### config.mk
export PLATFORM = sky130hd
export DESIGN_NAME = int_alu
export DESIGN_NICKNAME = d
export VERILOG_FILES = /design/src/verilog/exec_pkg.sv /design/src/verilog/int_alu.sv
export SDC_FILE = /design/constraint.sdc
export NUM_CORES = 1
export LEC_CHECK = 0
export BUFFER_PORTS_ARGS = -buffer_cell sky130_fd_sc_hd__buf_2
export CORE_ASPECT_RATIO = 1.75
export CORE_UTILIZATION = 50
export DETAILED_ROUTE_END_ITERATION = 12
export PLACE_DENSITY = 0.73
export SYNTH_ARGS = -nofsm -noshare
export SYNTH_HDL_FRONTEND = slang
export SYNTH_SLANG_ARGS = --single-unit
export TNS_END_PERCENT = 50
### constraint.sdc
create_clock -name vclk -period 6.3
set_input_delay 0.63 -clock vclk [all_inputs]
set_output_delay 0.63 -clock vclk [all_outputs]
set_load 0.005 [all_outputs]
### src/verilog/exec_pkg.sv
package exec_pkg;

  typedef enum logic [3:0] {
    alu_add,
    alu_sub,
    alu_sll,
    alu_slt,
    alu_sltu,
    alu_xor,
    alu_srl,
    alu_sra,
    alu_or,
    alu_and
  } alu_op_t;

  typedef enum logic [2:0] {lsu_lb, lsu_lbu, lsu_lh, lsu_lhu, lsu_lw} lsu_op_t;

  typedef enum logic [1:0] {csr_none, csr_write, csr_set, csr_clear} csr_op_t;

  typedef enum logic [1:0] {div_div, div_divu, div_rem, div_remu} div_op_t;

  typedef enum logic [1:0] {mul_mul, mul_mulh, mul_mulhsu, mul_mulhu} mul_op_t;

  // implemented machine csrs.
  localparam logic [11:0] CSR_MTVEC    = 12'h305;
  localparam logic [11:0] CSR_MSCRATCH = 12'h340;
  localparam logic [11:0] CSR_MEPC     = 12'h341;
  localparam logic [11:0] CSR_MCAUSE   = 12'h342;

  // byte 0 is the low lane of the data word.
  typedef union packed {
    logic [31:0]      word;
    logic [3:0][7:0]  bytes;
  } mem_word_t;

endpackage

### src/verilog/int_alu.sv
module int_alu import exec_pkg::*; #(
  parameter int XLEN = 32
) (
  input  alu_op_t         alu_op,
  input  logic [XLEN-1:0] a,
  input  logic [XLEN-1:0] b,
  output logic [XLEN-1:0] res
);

  logic [4:0] shamt;

  assign shamt = b[4:0]; // rv32 shift amount.

  always_comb begin
    case (alu_op)
      alu_add:  res = a + b;
      alu_sub:  res = a - b;
      alu_sll:  res = a << shamt;
      alu_slt:  res = {{(XLEN-1){1'b0}}, ($signed(a) < $signed(b))};
      alu_sltu: res = {{(XLEN-1){1'b0}}, (a < b)};
      alu_xor:  res = a ^ b;
      alu_srl:  res = a >> shamt;
      alu_sra:  res = $signed(a) >>> shamt; // keeps the sign.
      alu_or:   res = a | b;
      alu_and:  res = a & b;
      default:  res = '0;
    endcase
  end

endmodule

== Word-level counts from Yosys, hierarchy flattened ==
Cells that the tools add are included.

* Register bits after elaboration: 0
* Latch bits: 0
* Bits in writable memories: 0
* ROM bits: 0
* Input bits: 68
* Output and inout port bits: 32
* Word-level logic and storage cells: 21
* Memories kept: 0

* Add/sub/neg operators: 2
* $mul: 0
* Divide/modulo/power cells: 0
* $lt $le $gt $ge: 2
* Equality and inequality tests: 9
* Shift operators: 3
* Muxes and demuxes: 1
* Bitwise gates (word level): 3
* Reduce and logical (&&, ||, !) cells: 1

{| class="wikitable"
|+ Operators with widths
! kind !! count
|-
| $pmux 32 s10 || 1
|-
| $lt 32x32->1 || 2
|-
| $add 32x32->32 || 1
|-
| $and 32x32->32 || 1
|-
| $or 32x32->32 || 1
|-
| $shl 32x5->32 || 1
|-
| $shr 32x5->32 || 1
|-
| $sshr 32x5->32 || 1
|-
| $sub 32x32->32 || 1
|-
| $xor 32x32->32 || 1
|-
| $eq 4x3->1 const B || 4
|-
| $eq 4x2->1 const B || 2
|-
| $eq 4x4->1 const B || 2
|-
| $eq 4x1->1 const B || 1
|-
| $logic_not 4->1 || 1
|}

== Longest topological paths before layout ==
* Depth in word-level cells: 2
* Mapped depth: 17
* Gate-level depth less buffers: 13

== Worst setup path after synthesis ==
OpenSTA, ideal clock, no wires.

* Path kind: in2out
* From: in b[2]
* To: out res[26]
* Data arrival time: 4.179 ns
* Data required time: 5.670 ns
* Path slack: 1.491 ns
* Cell stages on the path: 17
* Buffers on the path: 5
* Path through: inv_1 -> buf_2 -> buf_2 -> buf_1 -> buf_2 -> ha_1 -> buf_4 -> o21bai_2 -> a2111oi_4 -> o41ai_4 -> o41ai_2 -> nor4_1 -> nor3b_1 -> o41a_1 -> a311oi_2 -> nor3_1 -> a211o_1

* Cells in the longest elaborated chain, start to end: 2
* Elaborated cells between the ends (all ways): 6
* Classes of those cells: add/sub: 2; shift: 3; mux: 1

{| class="wikitable"
|+ Ends and longest elaborated chain
! item !! RTL line !! text
|-
| start: declaration || int_alu.sv:6 || <nowiki>input logic [XLEN-1:0] b,</nowiki>
|-
| $sub 32x32->32, or another cell as far along || int_alu.sv:17 || <nowiki>alu_sub: res = a - b;</nowiki>
|-
| $pmux 32 s10 * || int_alu.sv:15 || <nowiki>case (alu_op)</nowiki>
|-
| end: declaration || int_alu.sv:7 || <nowiki>output logic [XLEN-1:0] res</nowiki>
|}

Mark *: on every way between the ends. The rest lies on a longest branch, timed or not.

== Final worst setup path ==
* From: in a[0]
* To: out res[26]

* Cells in the longest elaborated chain, start to end: 2
* Elaborated cells between the ends (all ways): 6
* Classes of those cells: add/sub: 2; shift: 3; mux: 1

{| class="wikitable"
|+ Ends and longest elaborated chain
! item !! RTL line !! text
|-
| start: declaration || int_alu.sv:5 || <nowiki>input logic [XLEN-1:0] a,</nowiki>
|-
| $sub 32x32->32, or another cell as far along || int_alu.sv:17 ||
|-
| $pmux 32 s10 * || int_alu.sv:15 ||
|}

Marked as above.

==> run_results.csv <==
group,metric,value,unit
outcome,status,"complete, but fails checks",
outcome,violations,"design-rule violations",
setup_path,worst_ep_required_time,5670,ps
global_routing,grt_pass1_wl,58500,µm
synth,yosys_warnings,0,
routing,drc,3,
setup_path,critical_path_peak_fanout,4,
floorplan,num_rows,61,
floorplan,core_region_area,15800,µm²
cells_and_area,num_antenna_cells,0,
sta,hold_viol,0,
sta,setup_repair_after_global_routing_missed_its_margin,"no",
place,place.port_buffers,100,
job,drv_cap,0,
sta,period_share,77.6,%
global_routing,gr-usage-met2,77.2,%
synth,synth_area_leader_cell,"sky130_fd_sc_hd__ha_1",
global_routing,number_of_antenna_violations_at_the_first_check_in_global_routing,0,
floorplan,floorplan.initialDensity,51.0,%
global_routing,global_route.usage.total,45.9,%
worst_hold_path,worst_hold_path.num_cells,5,
routing,dr_total_vias,10599,
routing,route.detailed.wl_per_inst,26.1,µm
floorplan,io-pin-count,100,
synth,yosysMostFrequentCell,"sky130_fd_sc_hd__nor2_1",
synth,avg_synthesized_cell_area,6.27,µm²
global_routing,top_usage_layer,"met2",
setup_path,critical_path.startpoint_type,"primary input",
setup_path,kind_of_capture_point_of_the_worst_setup_path,"primary output",
cells_and_area,syn_to_final_growth,6.14,%
routing,drt-pass1-iter-count,11,
synth,cells_after_synth,1287,
sta,worst_rel_slew_slack,44.6,%
routing,totalWireLength,39100,µm
sta,fin_tns_setup,0,ps
worst_hold_path,min-delay-path-class,"in -> out",
global_routing,grtUsageMet3,6.32,%
global_routing,grt_remaining_overflow,0,
place,post-dp-hpwl,31200,µm
synth,register_area_share_after_synthesis,0,%
global_routing,grt_start_max_net_pins,73,
setup_path,timing.critical_path.arrival,4260,ps
cells_and_area,final_cell_area,8560,µm²
synth,synth_cell_type_count,78,
place,gp_congestion,1.04,
floorplan,die_h,170,µm
global_routing,first_global_vias,9785,
routing,drt_first_iter_violations,1211,
sta,post-route-min-period,4890,ps
routing,routed_via_density,7.07,
cts,cts_post_setup_buffers_inserted,0,
pwr,cell_area_power_density,96.2,nW/µm²
cells_and_area,flops_and_latches,0,
cells_and_area,seqCellArea,0,µm²
setup_path,worstSetupPathType,"in -> out",
floorplan,die_span_in_x,98,µm
cells_and_area,clock_buffers,0,
cells_and_area,nNetsFinal,1481,
sta,worst-slew-pin-transition,810,ps
floorplan,fp.dieArea,16700,µm²
cells_and_area,final_util,54.2,%
synth,post_synth_most_frequent_cells,"sky130_fd_sc_hd__nor2_1, sky130_fd_sc_hd__o21ai_0, sky130_fd_sc_hd__a21oi_1, sky130_fd_sc_hd__nand2_1, sky130_fd_sc_hd__ha_1",
pwr,static_power_due_to_leakage,3.95,nW
cts,postCtsResizedCells,0,
routing,drtAntennaViolNets,0,
place,placed_area,8560,µm²
cells_and_area,fraction_of_layout_instances_using_a_drive_strength_above_1,12.3,%
synth,post-synth-top-area-fraction,15.4,%
global_routing,grt.met1_usage,53.6,%
pwr,fin_total_pwr,0.823,mW
sta,drv_slew,0,
synth,synth_area,8060,µm²
cts,cts-hold-fix-buffers,0,
synth,synth_top_cells_by_area,"sky130_fd_sc_hd__ha_1, sky130_fd_sc_hd__nor2_1, sky130_fd_sc_hd__o21ai_0",
synth,mappedNetlistNets,1456,
pwr,vdd.ir_drop.worst,0.0000486,V
sta,fmax,205,MHz
sta,setup-violations-final,0,
sta,holdWs,1810,ps
critical path: stages:
cell and delay (ps):
sky130_fd_sc_hd__buf_2 160, sky130_fd_sc_hd__inv_1 140, sky130_fd_sc_hd__ha_1 260, sky130_fd_sc_hd__fa_1 450, sky130_fd_sc_hd__o21bai_2 210, sky130_fd_sc_hd__a2111oi_4 130, sky130_fd_sc_hd__o41ai_4 410, sky130_fd_sc_hd__o41ai_2 150
sky130_fd_sc_hd__nor4_1 420, sky130_fd_sc_hd__nor3b_1 150, sky130_fd_sc_hd__o41a_1 360, sky130_fd_sc_hd__a311oi_2 290, sky130_fd_sc_hd__nor3_1 70, sky130_fd_sc_hd__a211o_1 280, sky130_fd_sc_hd__buf_2 140
per-layer routing:
layer  vias to the layer above  part of all wire (%)
met5                         -                     0
met4                         0                   8.0
met3                       200                   9.5
met2                       719                    47
met1                      4929                    36
li1                       4751                     -
cell usage in the layout, fill, tap and decap left out, types with 22 or more instances in the layout:
cell type	count
sky130_fd_sc_hd__buf_4	23
sky130_fd_sc_hd__inv_1	88
sky130_fd_sc_hd__buf_2	100
sky130_fd_sc_hd__a21oi_1	129
sky130_fd_sc_hd__ha_1	99
sky130_fd_sc_hd__a21o_1	24
sky130_fd_sc_hd__nand3_1	25
sky130_fd_sc_hd__a31oi_1	22
sky130_fd_sc_hd__nor3_1	27
sky130_fd_sc_hd__o21ai_0	133
sky130_fd_sc_hd__mux2i_1	54
sky130_fd_sc_hd__nor2_1	183
sky130_fd_sc_hd__a211oi_1	22
sky130_fd_sc_hd__nand2_1	104
sky130_fd_sc_hd__o211ai_1	27
final timing paths:
path / start / endpoint
max: a[0] / res[26]
min: b[31] / res[31]
power breakdown:
group / switching, mW / internal [mW]
registers: 0 / 0
logic: 0.541 / 0.282
clock network: 0 / 0
final cells by class:
cell class                 count  area, µm²
timing repair buffer         123        673
tap                          189        236
multi-input combinational   1097       7310
inverter                      90        338
fill                        1687       7240
cell families (layout without fill, tap and decap cells):
group | Yosys count | after routing | share of synthesized area, %
adders and majority gates | 101 | 101 | 15.9
AOI/OAI and AO/OA | 492 | 492 | 40.0
and+or+nand+nor | 415 | 415 | 23.0
xor gates and xnor gates | 19 | 19 | 2.06
muxes | 70 | 70 | 9.64
buffers and inverters | 190 | 213 | 9.43
stage by stage:
stage          cells  worst slack [ps]
5_1_grt         1499              1310
6_report        1499              1410
3_3_place_gp    1499              1600
4_1_cts         1499              1560
2_1_floorplan   1287              1490
3_5_place_dp    1499              1560
Note: power is estimated with default switching activity, not from simulation.
