`src/verilog/exec_pkg.sv`:
```
package exec_pkg;

  typedef enum logic [3:0] {
    alu_add,
    alu_sub,
    alu_sll,
    alu_slt,
    alu_sltu,
    alu_xor,
    alu_srl,
    alu_sra,
    alu_or,
    alu_and
  } alu_op_t;

  typedef enum logic [2:0] {lsu_lb, lsu_lbu, lsu_lh, lsu_lhu, lsu_lw} lsu_op_t;

  typedef enum logic [1:0] {csr_none, csr_write, csr_set, csr_clear} csr_op_t;

  typedef enum logic [1:0] {div_div, div_divu, div_rem, div_remu} div_op_t;

  typedef enum logic [1:0] {mul_mul, mul_mulh, mul_mulhsu, mul_mulhu} mul_op_t;

  // implemented machine csrs.
  localparam logic [11:0] CSR_MTVEC    = 12'h305;
  localparam logic [11:0] CSR_MSCRATCH = 12'h340;
  localparam logic [11:0] CSR_MEPC     = 12'h341;
  localparam logic [11:0] CSR_MCAUSE   = 12'h342;

  // byte 0 is the low lane of the data word.
  typedef union packed {
    logic [31:0]      word;
    logic [3:0][7:0]  bytes;
  } mem_word_t;

endpackage

```
`src/verilog/csr_file.sv`:
```
module csr_file import exec_pkg::*; (
  input  logic        clk,
  input  logic        rst,
  input  logic [11:0] caddr,
  input  logic [31:0] rdata1,
  input  logic [31:0] imm,
  input  logic        rden1,
  input  csr_op_t     csr_op,
  input  logic        csr_wren,
  output logic [31:0] cdata,
  output logic        illegal_csr
);

  logic [31:0] mscratch;
  logic [31:0] mtvec;
  logic [31:0] mepc;
  logic [31:0] mcause;
  logic [31:0] src;
  logic [31:0] nval;
  logic        hit;

  always_comb begin
    hit = 1'b1;
    case (caddr)
      CSR_MSCRATCH: cdata = mscratch;
      CSR_MTVEC:    cdata = mtvec;
      CSR_MEPC:     cdata = mepc;
      CSR_MCAUSE:   cdata = mcause;
      default: begin
        cdata = '0;
        hit = 1'b0;
      end
    endcase
  end

  assign illegal_csr = (csr_op != csr_none) && !hit;
  assign src = rden1 ? rdata1 : {27'd0, imm[4:0]}; // uimm form.

  always_comb begin
    case (csr_op)
      csr_write: nval = src;
      csr_set:   nval = cdata | src;
      csr_clear: nval = cdata & ~src;
      default:   nval = cdata;
    endcase
  end

  always_ff @(posedge clk) begin
    if (!rst) begin
      mscratch <= '0;
      mtvec <= '0;
      mepc <= '0;
      mcause <= '0;
    end else if (csr_wren && hit) begin
      case (caddr)
        CSR_MSCRATCH: mscratch <= nval;
        CSR_MTVEC:    mtvec <= nval;
        CSR_MEPC:     mepc <= nval;
        default:      mcause <= nval;
      endcase
    end
  end

endmodule

```
`config.mk`:
```
export PLATFORM = sky130hd
export DESIGN_NAME = csr_file
export DESIGN_NICKNAME = d
export VERILOG_FILES = /design/src/verilog/exec_pkg.sv /design/src/verilog/csr_file.sv
export SDC_FILE = /design/constraint.sdc
export NUM_CORES = 1
export LEC_CHECK = 0
export ABC_CLOCK_PERIOD_IN_PS = 1700
export BUFFER_PORTS_ARGS = -buffer_cell sky130_fd_sc_hd__buf_2
export CORE_MARGIN = 1
export CORE_UTILIZATION = 50
export CTS_CLUSTER_DIAMETER = 150
export DETAILED_ROUTE_END_ITERATION = 10
export HOLD_SLACK_MARGIN = 0.05
export PLACE_DENSITY = 0.77
export SYNTH_ARGS = -nofsm -noshare
export SYNTH_HDL_FRONTEND = slang
export SYNTH_SLANG_ARGS = --single-unit
```
`constraint.sdc`:
```
create_clock -name clk -period 1.7 [get_ports clk]
set_clock_uncertainty 0.1 [all_clocks]
set_input_delay 0.085 -clock clk [delete_from_list [all_inputs] [get_ports clk]]
set_output_delay 0.085 -clock clk [all_outputs]
set_load 0.01 [all_outputs]
```
# == Word-level counts from Yosys, hierarchy flattened ==
# Cells that the tools add are included.
# op_classes
eq_ne,7
mux,4
bitwise_logic,4
reduce_logical,10
# op_table
op,count
case mux 32 bit (4 select lines),1
case mux 32 bit (3 select lines),1
== test 12 x 10 -> 1 bit (second input constant),4
AND 32 bit,1
2-to-1 mux 32 bit,1
NOT 32 bit,1
OR 32 bit,1
AND reduction 2 bit,4
== test 2 bit (second input constant),2
OR reduction 4 bit,1
OR reduction 3 bit,1
== test 2 x 1 -> 1 bit (second input constant),1
logical AND 1 bit,2
nonzero test 2 bit,1
zero test 1 bit,1
2-to-1 mux 1 bit,1
NOT 1 bit,1
# totals
register_bits,128
inputBits,82
out_inout_bits,33
elab_cells,29

# == Longest topological paths before layout ==
# depth
ltp_word,5
mapped_depth,8
depth_no_buf,5

# == Worst setup path after synthesis ==
# OpenSTA, ideal clock, no wires.
# synth_path
path_type,input to register
start,in caddr[5]
end,reg mcause[0]
setup_time_ns,0.119
t_arrival_ns,1.495
required_ns,1.481
setup_slack_ns,-0.015
path_stages,6
path_buffers,1
cell_sequence,or4_4 buf_6 nor4_4 nor2_1 a21oi_1 o21ai_1
# synth_between
elab_chain_len,5
elab_cells_between_ends,14
classes_between,4 x eq/ne; 3 x mux; 3 x bitwise; 4 x reduce/logical
# synth_rtl
item,line_no,text
from (decl),csr_file.sv:4,"input logic [11:0] caddr,"
"parallel branches: the longest is 5 deep, another holds case mux 32 bit (4 select lines)",--,
to (signal assigned),csr_file.sv:59,default: mcause <= nval;
to (decl),csr_file.sv:17,logic [31:0] mcause;
# Parallel ways; which one is timed is not known.
# A chain may end at the register's enable or synchronous reset.

# == Final worst setup path ==
# layout_path
start,in caddr[10]
end,out cdata[17]
# layout_between
elab_chain_len,2
elab_cells_between_ends,5
classes_between,4 x eq/ne; 1 x mux
# layout_rtl
item,line_no,text
== test 12 x 10 -> 1 bit,csr_file.sv:24,case (caddr)
case mux 32 bit (4 select lines) *,csr_file.sv:24,
to (decl),csr_file.sv:10,"output logic [31:0] cdata,"
# Every way passes the cells marked *; elsewhere a longest branch is shown, timed or not.

==> results_dict.tcl <==
set metrics [dict create \
    ff2ff_path_depth 6 \
    syn_inst 735 \
    area_growth_pct 33.61 \
    wire_per_inst_um 18.69 \
    final_net_count 951 \
    seq_power_share 0.427 \
    cap_violations 0 \
    r2r_end "mcause[5]$_SDFFE_PN0P_" \
    total_power_uw 7026 \
    slew_headroom 0.7148 \
    slew_viol_final 0 \
    syn_nets 817 \
    port_buffers 87 \
    period_needed_ns 1.733 \
    crit_type "input port to output pin" \
    synth_compound_area_frac 0.2857 \
    initial_core_util 0.5108 \
    hold_viol_final 0 \
    pin_count 115 \
    r2r_setup_slack_ns 0.06 \
    hold_start "imm[4]" \
    design_area_um2 8198 \
    synth_xor_area_frac 0.001427 \
    cts_max_level 4 \
    critPathLaunch "caddr[10]" \
    synth_top_family_by_area "compound AO/OA/AOI/OAI gates" \
    final_common_cell "o21ai_0" \
    worst_slew_pin_slew_ns 0.4268 \
    finalSetupViolCount 4 \
    synth_edf_count 0 \
    insertion_delay_ns 0.43 \
    rsz0062_at_grt "true" \
    cts_made_buffers 17 \
    dpl.hpwl_mm 11.60 \
    clock_sinks 128 \
    via_count 6358 \
    crit_end "cdata[17]" \
    routed_wl_mm 19.20 \
    p_int_uw 5456 \
    antenna_found_initial 0 \
    diodes 0 \
    cts_tree "done" \
    grt_pass1_wl_mm 30.59 \
    clk_pin_slew_ns 0.06 \
    power_density_nw_per_um2 857.0 \
    cp-end-kind "output pin" \
    grt_max_degree 90 \
    ys_dominant_reg_cell "dfxtp_1" \
    fin_ws_ns -0.03321 \
    synth_seq_cells 128 \
    fin_crit_sh 1.020 \
    die_h_um 112.8 \
    viasPerCell 6.191 \
    syn-cell-area_um2 6136 \
    async_reset_ff_frac 0 \
    synthMuxAreaShare 0.06423 \
    p_sw_frac 0.2235 \
    rows 40 \
    die-area_um2 12720 \
    pwr-share-comb 0.073 \
    place.gp.congestion 0.8603 \
    p_clk_frac 0.500 \
    clockRootBuffer "clkbuf_16" \
    route.detailed.drc 0 \
    core_um2 12010 \
    die_w_um 112.8 \
    crit_arrival_ns 1.55 \
    yosys_warnings 0 \
    startpoint_type "input port" \
    clock_path_buffers 2 \
    cp_data_required_time_ns 1.51 \
    status "finished, violations left" \
    clock.fmax_mhz 577.0 \
    placed_cell_area_um2 7159 \
    yosys.area_share.adder 0 \
    met2WireLength_mm 9.408 \
    power_switching_uw 1570 \
    drive_above_1_share 0.2841 \
    crit_path_max_fanout 20 \
    hold_path_class "input port to flip-flop" \
    drtIter0Drc 649 \
    drtPass1Iterations 5 \
    peakVddDrop_mv 0.7463 \
    ys_types 40 \
    avgSynthCellArea_um2 8.348 \
    wl_met3_mm 1.286 \
    top_layer_used "met4" \
    synthSimpleGateAreaFrac 0.1813 \
    grtUsageTotal 0.3062 \
    seq_area_frac_synth 0.4176 \
    wl_met1_mm 7.805 \
    ant_nets 0 \
    violations "setup timing" \
    grt-ovfl-total 0 \
    grt_pass1_vias 6170 \
    worstReg2RegStart "mscratch[5]$_SDFFE_PN0P_" \
    most-common-layout-cells "o21ai_0 (115), dfxtp_1 (113), nand3_1 (107)" \
    p_leak_uw 0.003099 \
]
power by group through the flow:
| stage | combinational, uW | clock, uW | sequential [uW] |
|---|---|---|---|
| 2_1_floorplan | 228 | 0 | 3070 |
| 3_3_place_gp | 432 | 0 | 3070 |
| 3_5_place_dp | 443 | 0 | 3070 |
| 4_1_cts | 497 | 3520 | 3000 |
| 5_1_grt | 541 | 3660 | 3000 |
| 6_report | 514 | 3510 | 3000 |
synthesized netlist by cell type, types with 3 or more instances:
master	n	area [um^2]
clkbuf_1	48	180.2
o21ai_0	115	575.6
buf_1	4	15.01
a22oi_1	29	217.7
o2bb2ai_1	32	280.3
nand2_1	32	120.1
nor3_1	7	35.03
a21oi_1	23	115.1
a32o_1	4	40.04
mux2_2	3	33.78
nand3_1	108	540.5
and2_1	5	31.28
nand4_1	4	25.02
a31oi_1	5	31.28
nor2_1	46	172.7
buf_2	19	95.09
o21ai_1	11	55.05
mux2i_1	36	360.4
dfxtp_1	128	2562
a2bb2oi_1	24	210.2
a21o_1	28	210.2
critical path: stages:
cell,delay [ns]
buf_2,0.10
and4bb_2,0.36
and2_2,0.24
buf_12,0.20
a22oi_2,0.11
buf_4,0.15
nor2_2,0.12
buf_2,0.16
registers in the layout, indices dropped and copies added, names as in the netlist:
register,count
mtvec,32
mepc,32
mscratch,32
mcause,32
per-layer routing:
layer / global-route usage / up-vias
met5: 0 / -
met4: 0.1653 / 0
met3: 0.05999 / 67
met2: 0.5119 / 300
met1: 0.3726 / 2994
li1: - / 2997
final cells by class:
type / instances / area, um^2
Multi-Input combinational cell: 534 / 3448
Clock buffer: 23 / 478.0
Inverter: 1 / 3.754
Clock inverter: 7 / 85.08
Sequential cell: 128 / 2581
Timing Repair Buffer: 187 / 1418
Fill cell: 900 / 3814
Tap cell: 147 / 183.9
cell families (layout without fill, tap and decap cells):
kind of cell,Yosys count,count (layout)
AOI/OAI and AO/OA,273,273
xor gates and xnor gates,1,1
buffers and inverters,73,218
DFF,128,128
muxes,39,39
and+or+nand+nor,221,221
worst min path at each step:
| stage | depth (start not counted) | end |
|---|---|---|
| after global routing | 5 | mtvec[4]$_SDFFE_PN0P_ |
| after floorplan | 2 | mscratch[31]$_SDFFE_PN0P_ |
| after CTS | 5 | mtvec[4]$_SDFFE_PN0P_ |
| after global placement | 3 | mscratch[7]$_SDFFE_PN0P_ |
| final | 5 | mtvec[4]$_SDFFE_PN0P_ |
| after detailed placement | 3 | mscratch[5]$_SDFFE_PN0P_ |
what timing repair did:
action / in CTS / in global routing
hold buffers: 27 / 0
hold endpoints to repair: 102 / 0
setup endpoints to repair: 16 / 29
gates cloned: 0 / 0
setup buffers: 3 / 1
resized for setup: 14 / 45
pin swaps: 7 / 23
per-stage QoR:
stage                     cells  utilization  setup TNS [ns]  setup slack [ns]  hold WS [ns]
after floorplan             735            -               0           0.01615        0.1842
after global placement      972       0.5960          -9.815           -0.1906        0.3151
after detailed placement    972       0.5960          -14.09           -0.2250        0.3323
after CTS                  1030       0.6713        -0.09703          -0.03498       0.05144
after global routing       1027       0.6825         -0.5797          -0.06215        0.1012
final                      1027       0.6825        -0.04931          -0.03321       0.06401
Power figures use the tool's default switching activity.
