## src/verilog/exec_pkg.sv

```systemverilog
package exec_pkg;

  typedef enum logic [3:0] {
    alu_add,
    alu_sub,
    alu_sll,
    alu_slt,
    alu_sltu,
    alu_xor,
    alu_srl,
    alu_sra,
    alu_or,
    alu_and
  } alu_op_t;

  typedef enum logic [2:0] {lsu_lb, lsu_lbu, lsu_lh, lsu_lhu, lsu_lw} lsu_op_t;

  typedef enum logic [1:0] {csr_none, csr_write, csr_set, csr_clear} csr_op_t;

  typedef enum logic [1:0] {div_div, div_divu, div_rem, div_remu} div_op_t;

  typedef enum logic [1:0] {mul_mul, mul_mulh, mul_mulhsu, mul_mulhu} mul_op_t;

  // implemented machine csrs.
  localparam logic [11:0] CSR_MTVEC    = 12'h305;
  localparam logic [11:0] CSR_MSCRATCH = 12'h340;
  localparam logic [11:0] CSR_MEPC     = 12'h341;
  localparam logic [11:0] CSR_MCAUSE   = 12'h342;

  // byte 0 is the low lane of the data word.
  typedef union packed {
    logic [31:0]      word;
    logic [3:0][7:0]  bytes;
  } mem_word_t;

endpackage

```

## src/verilog/pipe_multiplier.sv

```systemverilog
module pipe_multiplier import exec_pkg::*; (
  input  logic        clk,
  input  logic        rst,
  input  logic        enable,
  input  mul_op_t     mul_op,
  input  logic [31:0] a,
  input  logic [31:0] b,
  output logic        ready,
  output logic [31:0] result
);

  logic               v1;
  logic               hi1;
  logic               a_sgn;
  logic               b_sgn;
  logic signed [32:0] a1;
  logic signed [32:0] b1;
  logic signed [65:0] prod;

  assign a_sgn = (mul_op == mul_mulh) || (mul_op == mul_mulhsu);
  assign b_sgn = (mul_op == mul_mulh);
  assign prod = a1 * b1;

  always_ff @(posedge clk) begin
    if (!rst) begin
      v1 <= 1'b0;
      ready <= 1'b0;
    end else begin
      v1 <= enable;
      ready <= v1;
    end
  end

  always_ff @(posedge clk) begin
    if (enable) begin
      a1 <= {a_sgn & a[31], a}; // 33 bit operands.
      b1 <= {b_sgn & b[31], b};
      hi1 <= (mul_op != mul_mul);
    end
    if (v1) begin
      result <= hi1 ? prod[63:32] : prod[31:0];
    end
  end

endmodule
```

## config.mk

```make
export PLATFORM = sky130hd
export DESIGN_NAME = pipe_multiplier
export DESIGN_NICKNAME = d
export VERILOG_FILES = /design/src/verilog/exec_pkg.sv /design/src/verilog/pipe_multiplier.sv
export SDC_FILE = /design/constraint.sdc
export NUM_CORES = 2
export LEC_CHECK = 0
export ABC_AREA = 1
export BUFFER_PORTS_ARGS = -buffer_cell sky130_fd_sc_hd__buf_2
export CAP_MARGIN = 20
export CORE_UTILIZATION = 55
export CTS_BUF_LIST = sky130_fd_sc_hd__clkbuf_4 sky130_fd_sc_hd__clkbuf_8
export DETAILED_ROUTE_END_ITERATION = 7
export GPL_TIMING_DRIVEN = 0
export PLACE_DENSITY = 0.71
export SETUP_SLACK_MARGIN = 0.3
export SYNTH_ARGS = -nofsm -noshare
export SYNTH_HDL_FRONTEND = slang
export SYNTH_SLANG_ARGS = --single-unit
```

## constraint.sdc

```tcl
create_clock -name clk -period 16.1 [get_ports clk]
set_clock_uncertainty 0.2 [all_clocks]
set_input_delay 0.805 -clock clk [delete_from_list [all_inputs] [get_ports clk]]
set_output_delay 0.805 -clock clk [all_outputs]
set_load 0.02 [all_outputs]
```

# Word level (Yosys, flattened, before mapping)

Index checks and enable logic that the tools add are counted.

Register bits: 101
Bits in latches: 0
Bits in writable memories: 0
ROM bits: 0
Input bits: 69
Output and inout port bits: 33
Word-level logic and storage cells: 14
Memories kept: 0

$add $sub $neg: 0
Multiply operators: 1
Divide/modulo/power cells: 0
Magnitude comparators: 0
Equal/unequal tests: 2
Shift operators: 0
Mux-type cells: 1
Bitwise logic cells: 2
Reductions and logical operators: 2

Operators with widths:

| kind                                                 | number |
|---|---|
| multiplier 33 x 33 -> 64 bit                         | 1 |
| two-way mux 32 bit                                   | 1 |
| AND 1 bit                                            | 2 |
| equality test 2 x 1 -> 1 bit (second input constant) | 1 |
| equality test 2 bit (second input constant)          | 1 |
| nonzero test 2 bit                                   | 1 |
| logical OR 1 bit                                     | 1 |

# Depth between registers and ports, before layout

Word-level depth: 3
Mapped depth: 35
Depth with buffers taken out: 33

# Worst setup path before layout

No wires, ideal clock.

Path type: reg-to-reg
Start: register a1[32]
End: register result[31] (data pin)
Library setup time: 0.253 ns
Arrival time: 7.001 ns
Data required time: 15.647 ns
Setup slack: 8.645 ns
Cell stages (with the launch flop): 28
Clock period less this slack: 7.455 ns
Cells stage by stage: edfxtp_1 -> clkbuf_1 -> nand2_1 -> inv_1 -> fa_1 -> inv_1 -> fa_1 -> inv_1 -> fa_1 -> inv_1 -> fa_1 -> fa_1 -> inv_1 -> fa_1 -> inv_1 -> fa_1 -> fa_1 -> inv_1 -> ha_1 -> nand2_1 -> nor3_1 -> nand2_1 -> nor3_2 -> nand2_1 -> nand2_1 -> nand3_1 -> nand3_1 -> nand2_1

Longest elaborated chain between the ends: 2

Ends and longest elaborated chain:

| what                         | line                  | text |
|---|---|---|
| from (decl)                  | pipe_multiplier.sv:16 | `logic signed [32:0] a1;` |
| from (signal assigned)       | pipe_multiplier.sv:36 | `a1 <= {a_sgn & a[31], a};` |
| multiplier 33 x 33 -> 64 bit | pipe_multiplier.sv:22 | `assign prod = a1 * b1;` |
| two-way mux 32 bit           | pipe_multiplier.sv:41 | `result <= hi1 ? prod[63:32] : prod[31:0];` |
| to (signal assigned)         | pipe_multiplier.sv:41 |  |
| to (decl)                    | pipe_multiplier.sv:9  | `output logic [31:0] result` |

No other way between the ends.
A chain may end at the register's enable or synchronous reset.

# Worst setup path after layout

Start: register a1[32]
End: register result[24] (data pin)

The elaborated chain is that of the path after synthesis.

==> impl_metrics.sql <==
INSERT INTO impl_metrics (metric_group, metric, value, unit) VALUES
('layout', 'layout.filler_cells', '7405', ''),
('setup_path', 'cp-end-kind', 'flip-flop', ''),
('grt', 'antenna_found_initial', '2', ''),
('detailed_routing', 'routed_wire_per_std_cell', '25.4', 'um'),
('layout', 'finish.utilization', '0.586', ''),
('worst_hold_path', 'worstHoldStart', 'b[25]', ''),
('setup_path', 'worst-setup-path-type', 'reg -> reg', ''),
('clocking', 'cts_buffers', '9', ''),
('clocking', 'cts.clk_slew.worst_paths', '0.12', 'ns'),
('yosys', 'netlist_area', '44100', 'um2'),
('setup_path', 'slowest_delay', '1.00', 'ns'),
('floorplanning', 'ioPinCount', '102', ''),
('grt', 'grtUsageMet3', '0.146', ''),
('grt', 'gr-total-overflow', '0', ''),
('setup_path', 'r2r-end', 'result[24]$_DFFE_PP_', ''),
('sta', 'max_freq', '102', 'MHz'),
('clocking', 'deepest_clock_path_buffer_count', '2', ''),
('floorplanning', 'core.rowCount', '103', ''),
('sta', 'worst_slack', '6.28', 'ns'),
('grt', 'grt.busiest_layer', 'met2', ''),
('setup_path', 'critPathSlowestCell', 'fa_1', ''),
('grt', 'grt_pass1_vias', '37500', ''),
('clocking', 'clk_root_buffer_cell', 'clkbuf_8', ''),
('setup_path', 'ff2ff_setup_slack', '6.28', 'ns'),
('layout', 'final_cell_count_no_fill', '6674', ''),
('setup_path', 'critical_path_arrival', '9.89', 'ns'),
('grt', 'grt_use_met1', '0.572', ''),
('detailed_routing', 'num_vias', '36500', ''),
('detailed_routing', 'viasPerCell', '5.46', ''),
('sta', 'grt_setup_unrepaired', 'no', ''),
('setup_path', 'timing.reg2reg.worst_path_depth', '25', ''),
('setup_path', 'critical_path_peak_fanout', '11', ''),
('layout', 'mostFrequentLayoutCell', 'inv_1', ''),
('floorplanning', 'dieHeight', '285', 'um'),
('yosys', 'synthArstFlopShare', '0', ''),
('setup_path', 'critical-path-top-cell-by-count', 'fa_1', ''),
('place', 'weighted_congestion_at_the_end_of_routability_driven_global_placement', '1.08', ''),
('detailed_routing', 'detail_route.first_pass.iterations', '8', ''),
('clocking', 'clock_tree_from_tritoncts', 'yes', ''),
('worst_hold_path', 'worstHoldPathType', 'in -> reg', ''),
('yosys', 'post_syn_nets', '6900', ''),
('floorplanning', 'die-area', '81300', 'um2'),
('yosys', 'synthesis.instances', '5492', ''),
('grt', 'grt_first_pass_wirelength', '249', 'mm'),
('floorplanning', 'core_area', '79100', 'um2'),
('setup_path', 'start_kind', 'flip-flop', ''),
('grt', 'track_usage', '0.434', ''),
('sta', 'timing_worst_slew_pin_value', '1.29', 'ns'),
('worst_hold_path', 'hold_end', 'b1[25]$_DFFE_PP_', ''),
('clocking', 'post_cts.repair.setup_buffers', '0', ''),
('floorplanning', 'effective_utilization_at_floorplan', '0.557', ''),
('sta', 'finalCritPeriodShare', '0.610', ''),
('floorplanning', 'fp.dieW', '285', 'um'),
('detailed_routing', 'starting_drt_drc_count', '4082', ''),
('place', 'place_ws', '6.45', 'ns'),
('yosys', 'proportion_of_synthesized_chip_area_in_sequential_cells', '0.0683', ''),
('sta', 'final.setup.tns', '0', 'ns'),
('place', 'portBuffers', '101', ''),
('yosys', 'ys_seq_elements', '101', ''),
('yosys', 'synth.lib_cells_used.distinct', '33', ''),
('yosys', 'synthFlopType', 'edfxtp_1', ''),
('status', 'run_status', 'finished clean', ''),
('detailed_routing', 'routed_wl', '169', 'mm'),
('layout', 'layout_common_cells', 'inv_1, nand2_1, fa_1', ''),
('sta', 'setup_viol', '0', ''),
('detailed_routing', 'ant_nets', '0', ''),
('clocking', 'clock_tree.htree_level_count', '3', ''),
('yosys', 'avgSynthCellArea', '8.03', 'um2'),
('sta', 'layout_min_cycle_time', '9.82', 'ns'),
('sta', 'slew_headroom', '0.142', ''),
('detailed_routing', 'drt_drc_violations_left', '0', '');
-- worst reg2reg max path, cell delays in order (launching register included) --
cell and delay (ns):
edfxtp_1 0.54, clkbuf_1 0.69, nand2_1 0.21, inv_1 0.18
fa_1 0.51, fa_1 0.63, fa_1 0.71, fa_1 1.01
inv_1 0.50, fa_1 0.63, inv_1 0.06, fa_1 0.49
fa_1 0.53, inv_1 0.06, fa_1 0.61, inv_1 0.07
ha_1 0.46, inv_1 0.17, o21ai_0 0.53, a21oi_1 0.19
o21ai_0 0.22, a21oi_1 0.10, nand3_1 0.10, nand2_1 0.05
nand3_1 0.08, nand2_1 0.07
-- routing by layer --
layer	up-vias	routed length [um]
met5	-	136
met4	2	10900
met3	493	23000
met2	2413	72500
met1	18200	62700
li1	15400	-
-- synthesized netlist by cell type, types with 4 or more instances --
cell | n | area share
nand3_1 | 81 | 0.0092
a21oi_2 | 6 | 0.0012
nor2_2 | 8 | 0.0011
ha_1 | 214 | 0.061
nand3b_1 | 7 | 0.0012
o21ai_0 | 57 | 0.0065
nor2_1 | 142 | 0.012
nor4_1 | 4 | 0.00057
edfxtp_1 | 99 | 0.067
or2_2 | 10 | 0.0014
o21bai_1 | 18 | 0.0031
nand2_1 | 1508 | 0.13
clkbuf_1 | 265 | 0.023
o21ai_1 | 6 | 0.00068
nor3_1 | 7 | 0.00079
nand2_2 | 4 | 0.00057
fa_1 | 1125 | 0.51
nand4_1 | 18 | 0.0026
inv_1 | 1796 | 0.15
nand3_2 | 10 | 0.0023
a21oi_1 | 85 | 0.0096
-- flip-flops by register name, summed over array words and instances, names as in the netlist --
name and count:
v1 1, a1 33, hi1 1, b1 33, ready 1, result 32
-- worst max-delay path by stage --
stage                           from              endpoint  slack (ns)  cells past startpoint
CTS                 a1[32]$_DFFE_PP_  result[24]$_DFFE_PP_        6.43                     25
global placement    a1[32]$_DFFE_PP_  result[30]$_DFFE_PP_        6.52                     27
global route        a1[32]$_DFFE_PP_  result[30]$_DFFE_PP_        6.02                     27
detailed placement  a1[32]$_DFFE_PP_  result[24]$_DFFE_PP_        6.45                     25
floorplan           a1[32]$_DFFE_PP_  result[31]$_DFFE_PP_        8.65                     27
finish              a1[32]$_DFFE_PP_  result[24]$_DFFE_PP_        6.28                     25
-- area by class of cell --
type,instances,area (um2),area share
clock buffers,12,153,0.00329
inverters,1797,6750,0.145
flip-flops and latches,101,3010,0.0650
diodes,1,2.50,0.0000539
repair buffers,115,744,0.0160
well taps,1050,1310,0.0283
plain buffers,269,1020,0.0219
clock inverters,4,80.1,0.00173
multi-input cells,3325,33300,0.718
-- metrics by stage --
stage / cell area [um2] / hold WS [ns]
after global placement: 45900 / 0.781
final: 46400 / 0.255
after detailed placement: 46100 / 0.533
after CTS: 46300 / 0.216
after global routing: 46400 / 0.228
after floorplan: 44100 / 0.522
-- cells by family after synthesis --
kind of cell,Yosys count,share of synthesized area
adders and majority gates,1339,0.571
DFF,101,0.0683
xor gates and xnor gates,6,0.00119
AOI/OAI and AO/OA,177,0.0219
and+or+nand+nor,1803,0.161
buffers and inverters,2066,0.176
Power is left out: the tool's default activity adds up to more than one toggle a clock period on the data nets, which glitch-free logic cannot reach.
