## src/verilog/exec_pkg.sv

```systemverilog
package exec_pkg;

  typedef enum logic [3:0] {
    alu_add,
    alu_sub,
    alu_sll,
    alu_slt,
    alu_sltu,
    alu_xor,
    alu_srl,
    alu_sra,
    alu_or,
    alu_and
  } alu_op_t;

  typedef enum logic [2:0] {lsu_lb, lsu_lbu, lsu_lh, lsu_lhu, lsu_lw} lsu_op_t;

  typedef enum logic [1:0] {csr_none, csr_write, csr_set, csr_clear} csr_op_t;

  typedef enum logic [1:0] {div_div, div_divu, div_rem, div_remu} div_op_t;

  typedef enum logic [1:0] {mul_mul, mul_mulh, mul_mulhsu, mul_mulhu} mul_op_t;

  // implemented machine csrs.
  localparam logic [11:0] CSR_MTVEC    = 12'h305;
  localparam logic [11:0] CSR_MSCRATCH = 12'h340;
  localparam logic [11:0] CSR_MEPC     = 12'h341;
  localparam logic [11:0] CSR_MCAUSE   = 12'h342;

  // byte 0 is the low lane of the data word.
  typedef union packed {
    logic [31:0]      word;
    logic [3:0][7:0]  bytes;
  } mem_word_t;

endpackage

```

## src/verilog/load_align.sv

```systemverilog
module load_align import exec_pkg::*; (
  input  lsu_op_t     lsu_op,
  input  logic [3:0]  byteenable,
  input  mem_word_t   mem_rdata,
  output logic [31:0] ldata
);

  logic [7:0]  lbyte;
  logic [15:0] lhalf;

  always_comb begin
    casez (byteenable)
      4'b???1: lbyte = mem_rdata.bytes[0];
      4'b??10: lbyte = mem_rdata.bytes[1];
      4'b?100: lbyte = mem_rdata.bytes[2];
      default: lbyte = mem_rdata.bytes[3];
    endcase
  end

  assign lhalf = (byteenable[1:0] == 2'b11) ? {mem_rdata.bytes[1], mem_rdata.bytes[0]}
                                            : {mem_rdata.bytes[3], mem_rdata.bytes[2]};

  always_comb begin
    case (lsu_op)
      lsu_lb:  ldata = {{24{lbyte[7]}}, lbyte};
      lsu_lbu: ldata = {24'd0, lbyte};
      lsu_lh:  ldata = {{16{lhalf[15]}}, lhalf};
      lsu_lhu: ldata = {16'd0, lhalf};
      default: ldata = mem_rdata.bytes; // full word.
    endcase
  end

endmodule

```

## config.mk

```make
export PLATFORM = sky130hd
export DESIGN_NAME = load_align
export DESIGN_NICKNAME = d
export VERILOG_FILES = /design/src/verilog/exec_pkg.sv /design/src/verilog/load_align.sv
export SDC_FILE = /design/constraint.sdc
export NUM_CORES = 1
export LEC_CHECK = 0
export ABC_CLOCK_PERIOD_IN_PS = 2050
export BUFFER_PORTS_ARGS = -buffer_cell sky130_fd_sc_hd__buf_2
export CAP_MARGIN = 5
export CORE_ASPECT_RATIO = 1.1
export CORE_MARGIN = 8
export CORE_UTILIZATION = 40
export DETAILED_ROUTE_END_ITERATION = 10
export GPL_TIMING_DRIVEN = 0
export PLACE_DENSITY = 0.9
export SETUP_SLACK_MARGIN = 0.1
export SYNTH_ARGS = -nofsm -noshare
export SYNTH_HDL_FRONTEND = slang
export SYNTH_SLANG_ARGS = --single-unit
export TNS_END_PERCENT = 5
```

## constraint.sdc

```tcl
create_clock -name vclk -period 2.05
set_input_delay 0.3075 -clock vclk [all_inputs]
set_output_delay 0.3075 -clock vclk [all_outputs]
set_load 0.005 [all_outputs]
```

Yosys cells after proc, flatten, opt, wreduce, memory -nomap -nowiden
Cells that the tools add are included.
{ "totals": {"wordCells": 10, "regBits": 0, "inputBits": 39} }
{ "classes": {"n_eq_ne": 6, "reduce_logical": 1, "mux": 3} }
{ "ops": {"columns": ["operator", "count"], "rows": [
  ["one-hot mux 32 bit (4 select lines)", 1],
  ["one-hot mux 8 bit (3 select lines)", 1],
  ["2-to-1 mux 16 bit", 1],
  ["equality test 3 x 2 -> 1 bit, second input constant", 2],
  ["equality test 2 bit, second input constant", 2],
  ["equality test 3 x 1 -> 1 bit, second input constant", 1],
  ["equality test 3 bit, second input constant", 1],
  ["logical NOT 3 bit", 1]
]} }

Longest topological paths before layout
Gate-level depths: netlist (run 1).
{ "depth": {"depth_word": 3, "mapped_depth": 7} }

Least setup slack after synthesis (run 1)
OpenSTA, ideal clock, no wires.
{ "synth_timing": {"path_type": "in2out", "from": "in byteenable[0]", "to": "out ldata[0]", "setup_slack_ns": 0.334, "required_time_ns": 1.742, "arrival_ns": 1.408, "stages": 6, "cell_sequence": "buf_2 > or3_4 > buf_6 > o221ai_1 > a21oi_1 > a221o_1"} }
{ "synth_between": {"elab_chain_len": 3, "word_cells_on_any_way": 6, "cone_classes": "eq/ne (3); mux (3)"} }
{ "synth_rtl": {"columns": ["item", "line", "rtl"], "rows": [
  ["from (decl)", "load_align.sv:3", "input logic [3:0] byteenable,"],
  ["equality test 3 bit (tied with other cells)", "load_align.sv:12", "casez (byteenable)"],
  ["one-hot mux 8 bit (3 select lines) or 2-to-1 mux 16 bit (tied branches)", "load_align.sv:12, load_align.sv:20", null],
  ["one-hot mux 32 bit (4 select lines) (*)", "load_align.sv:24", "case (lsu_op)"],
  ["to (decl)", "load_align.sv:5", "output logic [31:0] ldata"]
]} }
Mark *: on every way between the ends. The rest lies on a longest branch, timed or not.

Final worst setup path (run 1)
Same ends and word-level chain as after synthesis.

==> results.json, run 1 <==
{
  "grt_max_degree": 11,
  "hold_viol_final": 0,
  "netlist_area_sq_um": 797.0,
  "antenna_cells": 0,
  "setup_viol": 0,
  "yosysSeqAreaShare": 0,
  "final_nets": 240,
  "synthSimpleGateAreaFrac": 0.1915,
  "port_buffers": 68,
  "post-route-min-period_ps": 1986,
  "area_growth_syn_to_layout_pct": 71.43,
  "ys_warn_count": 0,
  "drtIter0Drc": 145,
  "drive_above_1_share": 0.5226,
  "status": "complete, no violations",
  "dp.cells": 223,
  "synth_compound_area_frac": 0.6813,
  "synth_nets": 166,
  "vias_per_cell": 6.471,
  "wl_met3_um": 533,
  "grt_pass1_vias": 1409,
  "rows": 17,
  "grt_use_total": 0.1858,
  "synth_xor_area_frac": 0,
  "top_layer": "met4",
  "clockBufferCount": 0,
  "met2_length_mm": 2.132,
  "drc": 0,
  "placed_area_sq_mm": 0.001172,
  "power_density_mw_per_mm2": 255.6,
  "p_leak_nw": 0.7062,
  "preCtsSetupSlack_ps": -79.84,
  "numSequentialCells": 0,
  "max_slew_margin": 0.6556,
  "ant_nets": 0,
  "critPathRequiredTime_ps": 1740,
  "arrival_ps": 1680,
  "setup_slack_ps": 63.92,
  "end_kind": "primary output",
  "first_pass_iters": 4,
  "p_total_mw": 0.3493,
  "die_area_sq_mm": 0.003678,
  "layout_worst_path_cycle_share": 0.9688,
  "maxCapViolCount": 0,
  "synthMuxAreaShare": 0,
  "instances_no_fill": 227,
  "layout_commonest_cell": "buf_2",
  "synth_adder_area_share": 0,
  "synth_top_family_by_area": "compound AO/OA/AOI/OAI gates",
  "hold_path.class": "input pin to primary output",
  "initial_core_util": 0.4118,
  "max_freq_ghz": 0.5035,
  "netlist_instances": 127,
  "final_cell_mix": "buf_2 (69), nand2_1 (19), a21oi_1 (18)",
  "vdd.ir_drop.worst_mv": 0.1443,
  "die-height_um": 62.82,
  "regArea_sq_um": 0,
  "rsz0062_at_grt": "yes",
  "crit_type": "input pin to primary output",
  "dpl.hpwl_mm": 2.749,
  "design.core.area_sq_mm": 0.001936,
  "worst_pin_slew_ps": 516.0,
  "gp_congestion": 0.8714,
  "wl_met1_mm": 1.611,
  "grt_first_pass_wirelength_mm": 5.892,
  "ys_types": 27,
  "drv_slew": 0,
  "io_pins": 71,
  "die_x_um": 58.56,
  "dr_total_vias": 1469,
  "crit_fanout": 8,
  "finalSetupTns_ps": 0,
  "wl_mm": 4.432,
  "fin_area_sq_mm": 0.001366,
  "synth.avg_cell_area_sq_um": 6.276,
  "antenna_found_initial": 0,
  "overflow": 0,
  "worstSetupStartpointType": "input pin",
  "avgRoutedWirePerCell_um": 19.52
}
[power by group]
group | switching, mW | internal (mW)
Clock | 0 | 0
Sequential | 0 | 0
Combinational | 0.185 | 0.164
[through the flow]
step | hold slack [ps] | util
after floorplan | 726.5 | -
after global placement | 927.8 | 0.6057
after CTS | 929.6 | 0.6458
after detailed placement | 929.8 | 0.6057
after global routing | 957.1 | 0.7059
final | 935.7 | 0.7059
[Yosys cell counts (2+ instances only)]
master | number | share of area
nor2_1 | 4 | 0.019
a22oi_1 | 2 | 0.019
a22o_1 | 15 | 0.16
a221o_1 | 13 | 0.16
and3_1 | 2 | 0.016
buf_2 | 6 | 0.038
buf_6 | 2 | 0.028
a21oi_1 | 24 | 0.15
o221ai_1 | 6 | 0.066
nand2_1 | 19 | 0.089
o22ai_1 | 6 | 0.047
clkbuf_1 | 7 | 0.033
inv_1 | 4 | 0.019
nand3_1 | 2 | 0.013
o21ai_0 | 3 | 0.019
[path summary, 6_finish.rpt]
path	startpoint	end	slack [ps]	depth (start not counted)
worst min-delay path	mem_rdata[26]	ldata[26]	940	4
worst max-delay path	byteenable[0]	ldata[0]	60	8
[kinds of logic after synthesis]
logic type | count (synthesis)
compound gates | 74
buf+inv | 20
simple gates | 33
[layer usage]
| layer | up-vias | track usage |
|---|---|---|
| li1 | 660 | - |
| met1 | 670 | 0.1984 |
| met2 | 119 | 0.3370 |
| met3 | 20 | 0.04938 |
| met4 | 0 | 0.05521 |
| met5 | - | 0 |
[worst max-delay path, stage by stage]
cell	delay, ps
buf_6	100
buf_8	130
or3_4	390
buf_8	150
o221ai_4	160
a21oi_2	50
a221o_1	260
buf_2	130
[final cells by class]
type | instances | area [sq um]
multi-input cells | 107 | 823.3
inverters | 4 | 15.01
well taps | 28 | 35.03
fillers | 163 | 569.3
repair buffers | 73 | 390.4
plain buffers | 15 | 102.6
[what timing repair did]
item	CTS	global route
endpoints found under the setup margin	25	24
pin swaps	3	7
resized for setup	13	19
setup buffers	3	2
hold buffers	0	0
Note: power is estimated with default switching activity, not from simulation.
==> run 2, diff against run 1 <==
- MAX_ROUTING_LAYER: unset -> met4
==> run 2 against run 1 <==
  * Non-clock buffer count did not move
  * Final cell count did not move
  * Critical endpoint is now ldata[3]
  * Global-route usage rose by 0.53 points
  * Flip-flop and latch count did not move
  * Combinational power barely moved
  * Critical path depth did not move
  * Total power barely moved
  * First-iteration DRC count fell by 9.7%
  * Via count fell by 1.4%
==> results.json, run 2 (synthesized netlist as in run 1, its figures left out) <==
{
  "worstSetupStartpointType": "input pin",
  "crit_type": "input pin to primary output",
  "gp_congestion": 0.8857,
  "hold_depth": 4,
  "drc": 0,
  "overflow": 0,
  "cp_cell_sequence": "buf_6 -> buf_8 -> or3_4 -> buf_8 -> o221ai_4 -> a21oi_2 -> a221o_1 -> buf_2",
  "p_int_mw": 0.1640,
  "initial_core_util": 0.4118,
  "crit_fanout": 8,
  "post-route-min-period_ps": 1994,
  "instances_no_fill": 227,
  "antenna_found_initial": 0,
  "switchingPower_mw": 0.1850,
  "layout_commonest_cell": "buf_2",
  "io_pins": 71,
  "regArea_sq_um": 0,
  "die_x_um": 58.56,
  "layout_worst_path_cycle_share": 0.9725,
  "numSequentialCells": 0,
  "clockBufferCount": 0,
  "arrival_ps": 1690,
  "preCtsSetupSlack_ps": -79.84,
  "die-height_um": 62.82,
  "final_nets": 240,
  "design.core.area_sq_mm": 0.001936,
  "grt_first_pass_wirelength_mm": 5.913,
  "drive_above_1_share": 0.5226,
  "hold_viol_final": 0,
  "vdd.ir_drop.worst_mv": 0.1436,
  "cp_common_cell": "buf_8",
  "rows": 17,
  "max_freq_ghz": 0.5016,
  "hold_start": "mem_rdata[26]",
  "dpl.hpwl_mm": 2.749,
  "area_growth_syn_to_layout_pct": 71.43,
  "rsz0062_at_grt": "yes",
  "grt_pass1_vias": 1412,
  "grt_max_degree": 11,
  "p_leak_nw": 0.7062,
  "port_buffers": 68,
  "min_to": "ldata[26]",
  "switching_share": 0.5301,
  "max_slew_margin": 0.6448,
  "hold_path.class": "input pin to primary output",
  "wl_mm": 4.409,
  "clock_power_share": 0,
  "critPathRequiredTime_ps": 1740,
  "setup_slack_ps": 56.34,
  "dr_total_vias": 1449,
  "seq_power_share": 0,
  "cp_top_family": "buffers and inverters",
  "dp.cells": 223,
  "first_pass_iters": 5,
  "crit_buf_inv": 4,
  "grt_use_total": 0.1910,
  "combPwrFrac": 1.000,
  "status": "complete, no violations",
  "vias_per_cell": 6.383,
  "end_kind": "primary output",
  "worst_pin_slew_ps": 532.9,
  "cpPeakStageDelay_ps": 390,
  "die_area_sq_mm": 0.003678,
  "avgRoutedWirePerCell_um": 19.42,
  "final_cell_mix": "buf_2 (69), nand2_1 (19), a21oi_1 (18)",
  "ant_nets": 0,
  "power_density_mw_per_mm2": 255.5,
  "drtIter0Drc": 131,
  "slowest_stage": "or3_4",
  "hold_buffers": 0,
  "setup_viol": 0,
  "drv_slew": 0,
  "maxCapViolCount": 0,
  "fillers": 163,
  "antenna_cells": 0
}
## run 2: cell counts in the layout (fill, tap and decap cells not counted)
Identical to the previous run, type by type.
## run 2: cell type report
| type | count | area, sq um | area share |
|---|---|---|---|
| well taps | 28 | 35.03 | 0.02564 |
| plain buffers | 15 | 102.6 | 0.07509 |
| inverters | 4 | 15.01 | 0.01099 |
| repair buffers | 73 | 390.4 | 0.2857 |
| multi-input cells | 107 | 823.3 | 0.6026 |
## run 2: power by group through the flow
stage                     logic, mW  registers (mW)  clock network, mW
after global placement        0.288               0                  0
after global routing          0.372               0                  0
after detailed placement      0.291               0                  0
final                         0.349               0                  0
after floorplan               0.157               0                  0
after CTS                     0.307               0                  0
## run 2: metrics by stage
stage / TNS, ps / hold slack [ps] / area [sq um] / utilization / total power [mW]
2_1_floorplan: 0 / 726.5 / 797.0 / - / 0.1571
3_3_place_gp: -286.8 / 927.8 / 1172 / 0.6057 / 0.2875
3_5_place_dp: -576.0 / 929.8 / 1172 / 0.6057 / 0.2910
4_1_cts: 0 / 929.6 / 1250 / 0.6458 / 0.3071
5_1_grt: 0 / 957.1 / 1366 / 0.7059 / 0.3720
6_report: 0 / 931.8 / 1366 / 0.7059 / 0.3491
## run 2: how the worst max path moves through the flow
stage / slack (ps) / to / startpoint / depth (start not counted)
6_report: 60 / ldata[3] / byteenable[0] / 8
5_1_grt: 30 / ldata[29] / byteenable[2] / 7
4_1_cts: 80 / ldata[8] / byteenable[1] / 8
3_5_place_dp: -80 / ldata[24] / byteenable[0] / 8
3_3_place_gp: -40 / ldata[30] / byteenable[0] / 8
2_1_floorplan: 330 / ldata[0] / byteenable[0] / 6
## run 2: what timing repair did
action / 4_1_cts / 5_1_grt
setup buffers: 3 / 2
endpoints found under the hold margin: 0 / 0
pin swaps: 3 / 6
setup endpoints to repair: 25 / 24
gates resized for setup: 13 / 19
## run 2: routing by layer
layer  wire (um)  vias up  global-route usage
met5           0        -                   -
met4         114        0             0.05521
met3         464       17             0.02881
met2        2142      112              0.3356
met1        1687      658              0.2122
li1            -      662                   -
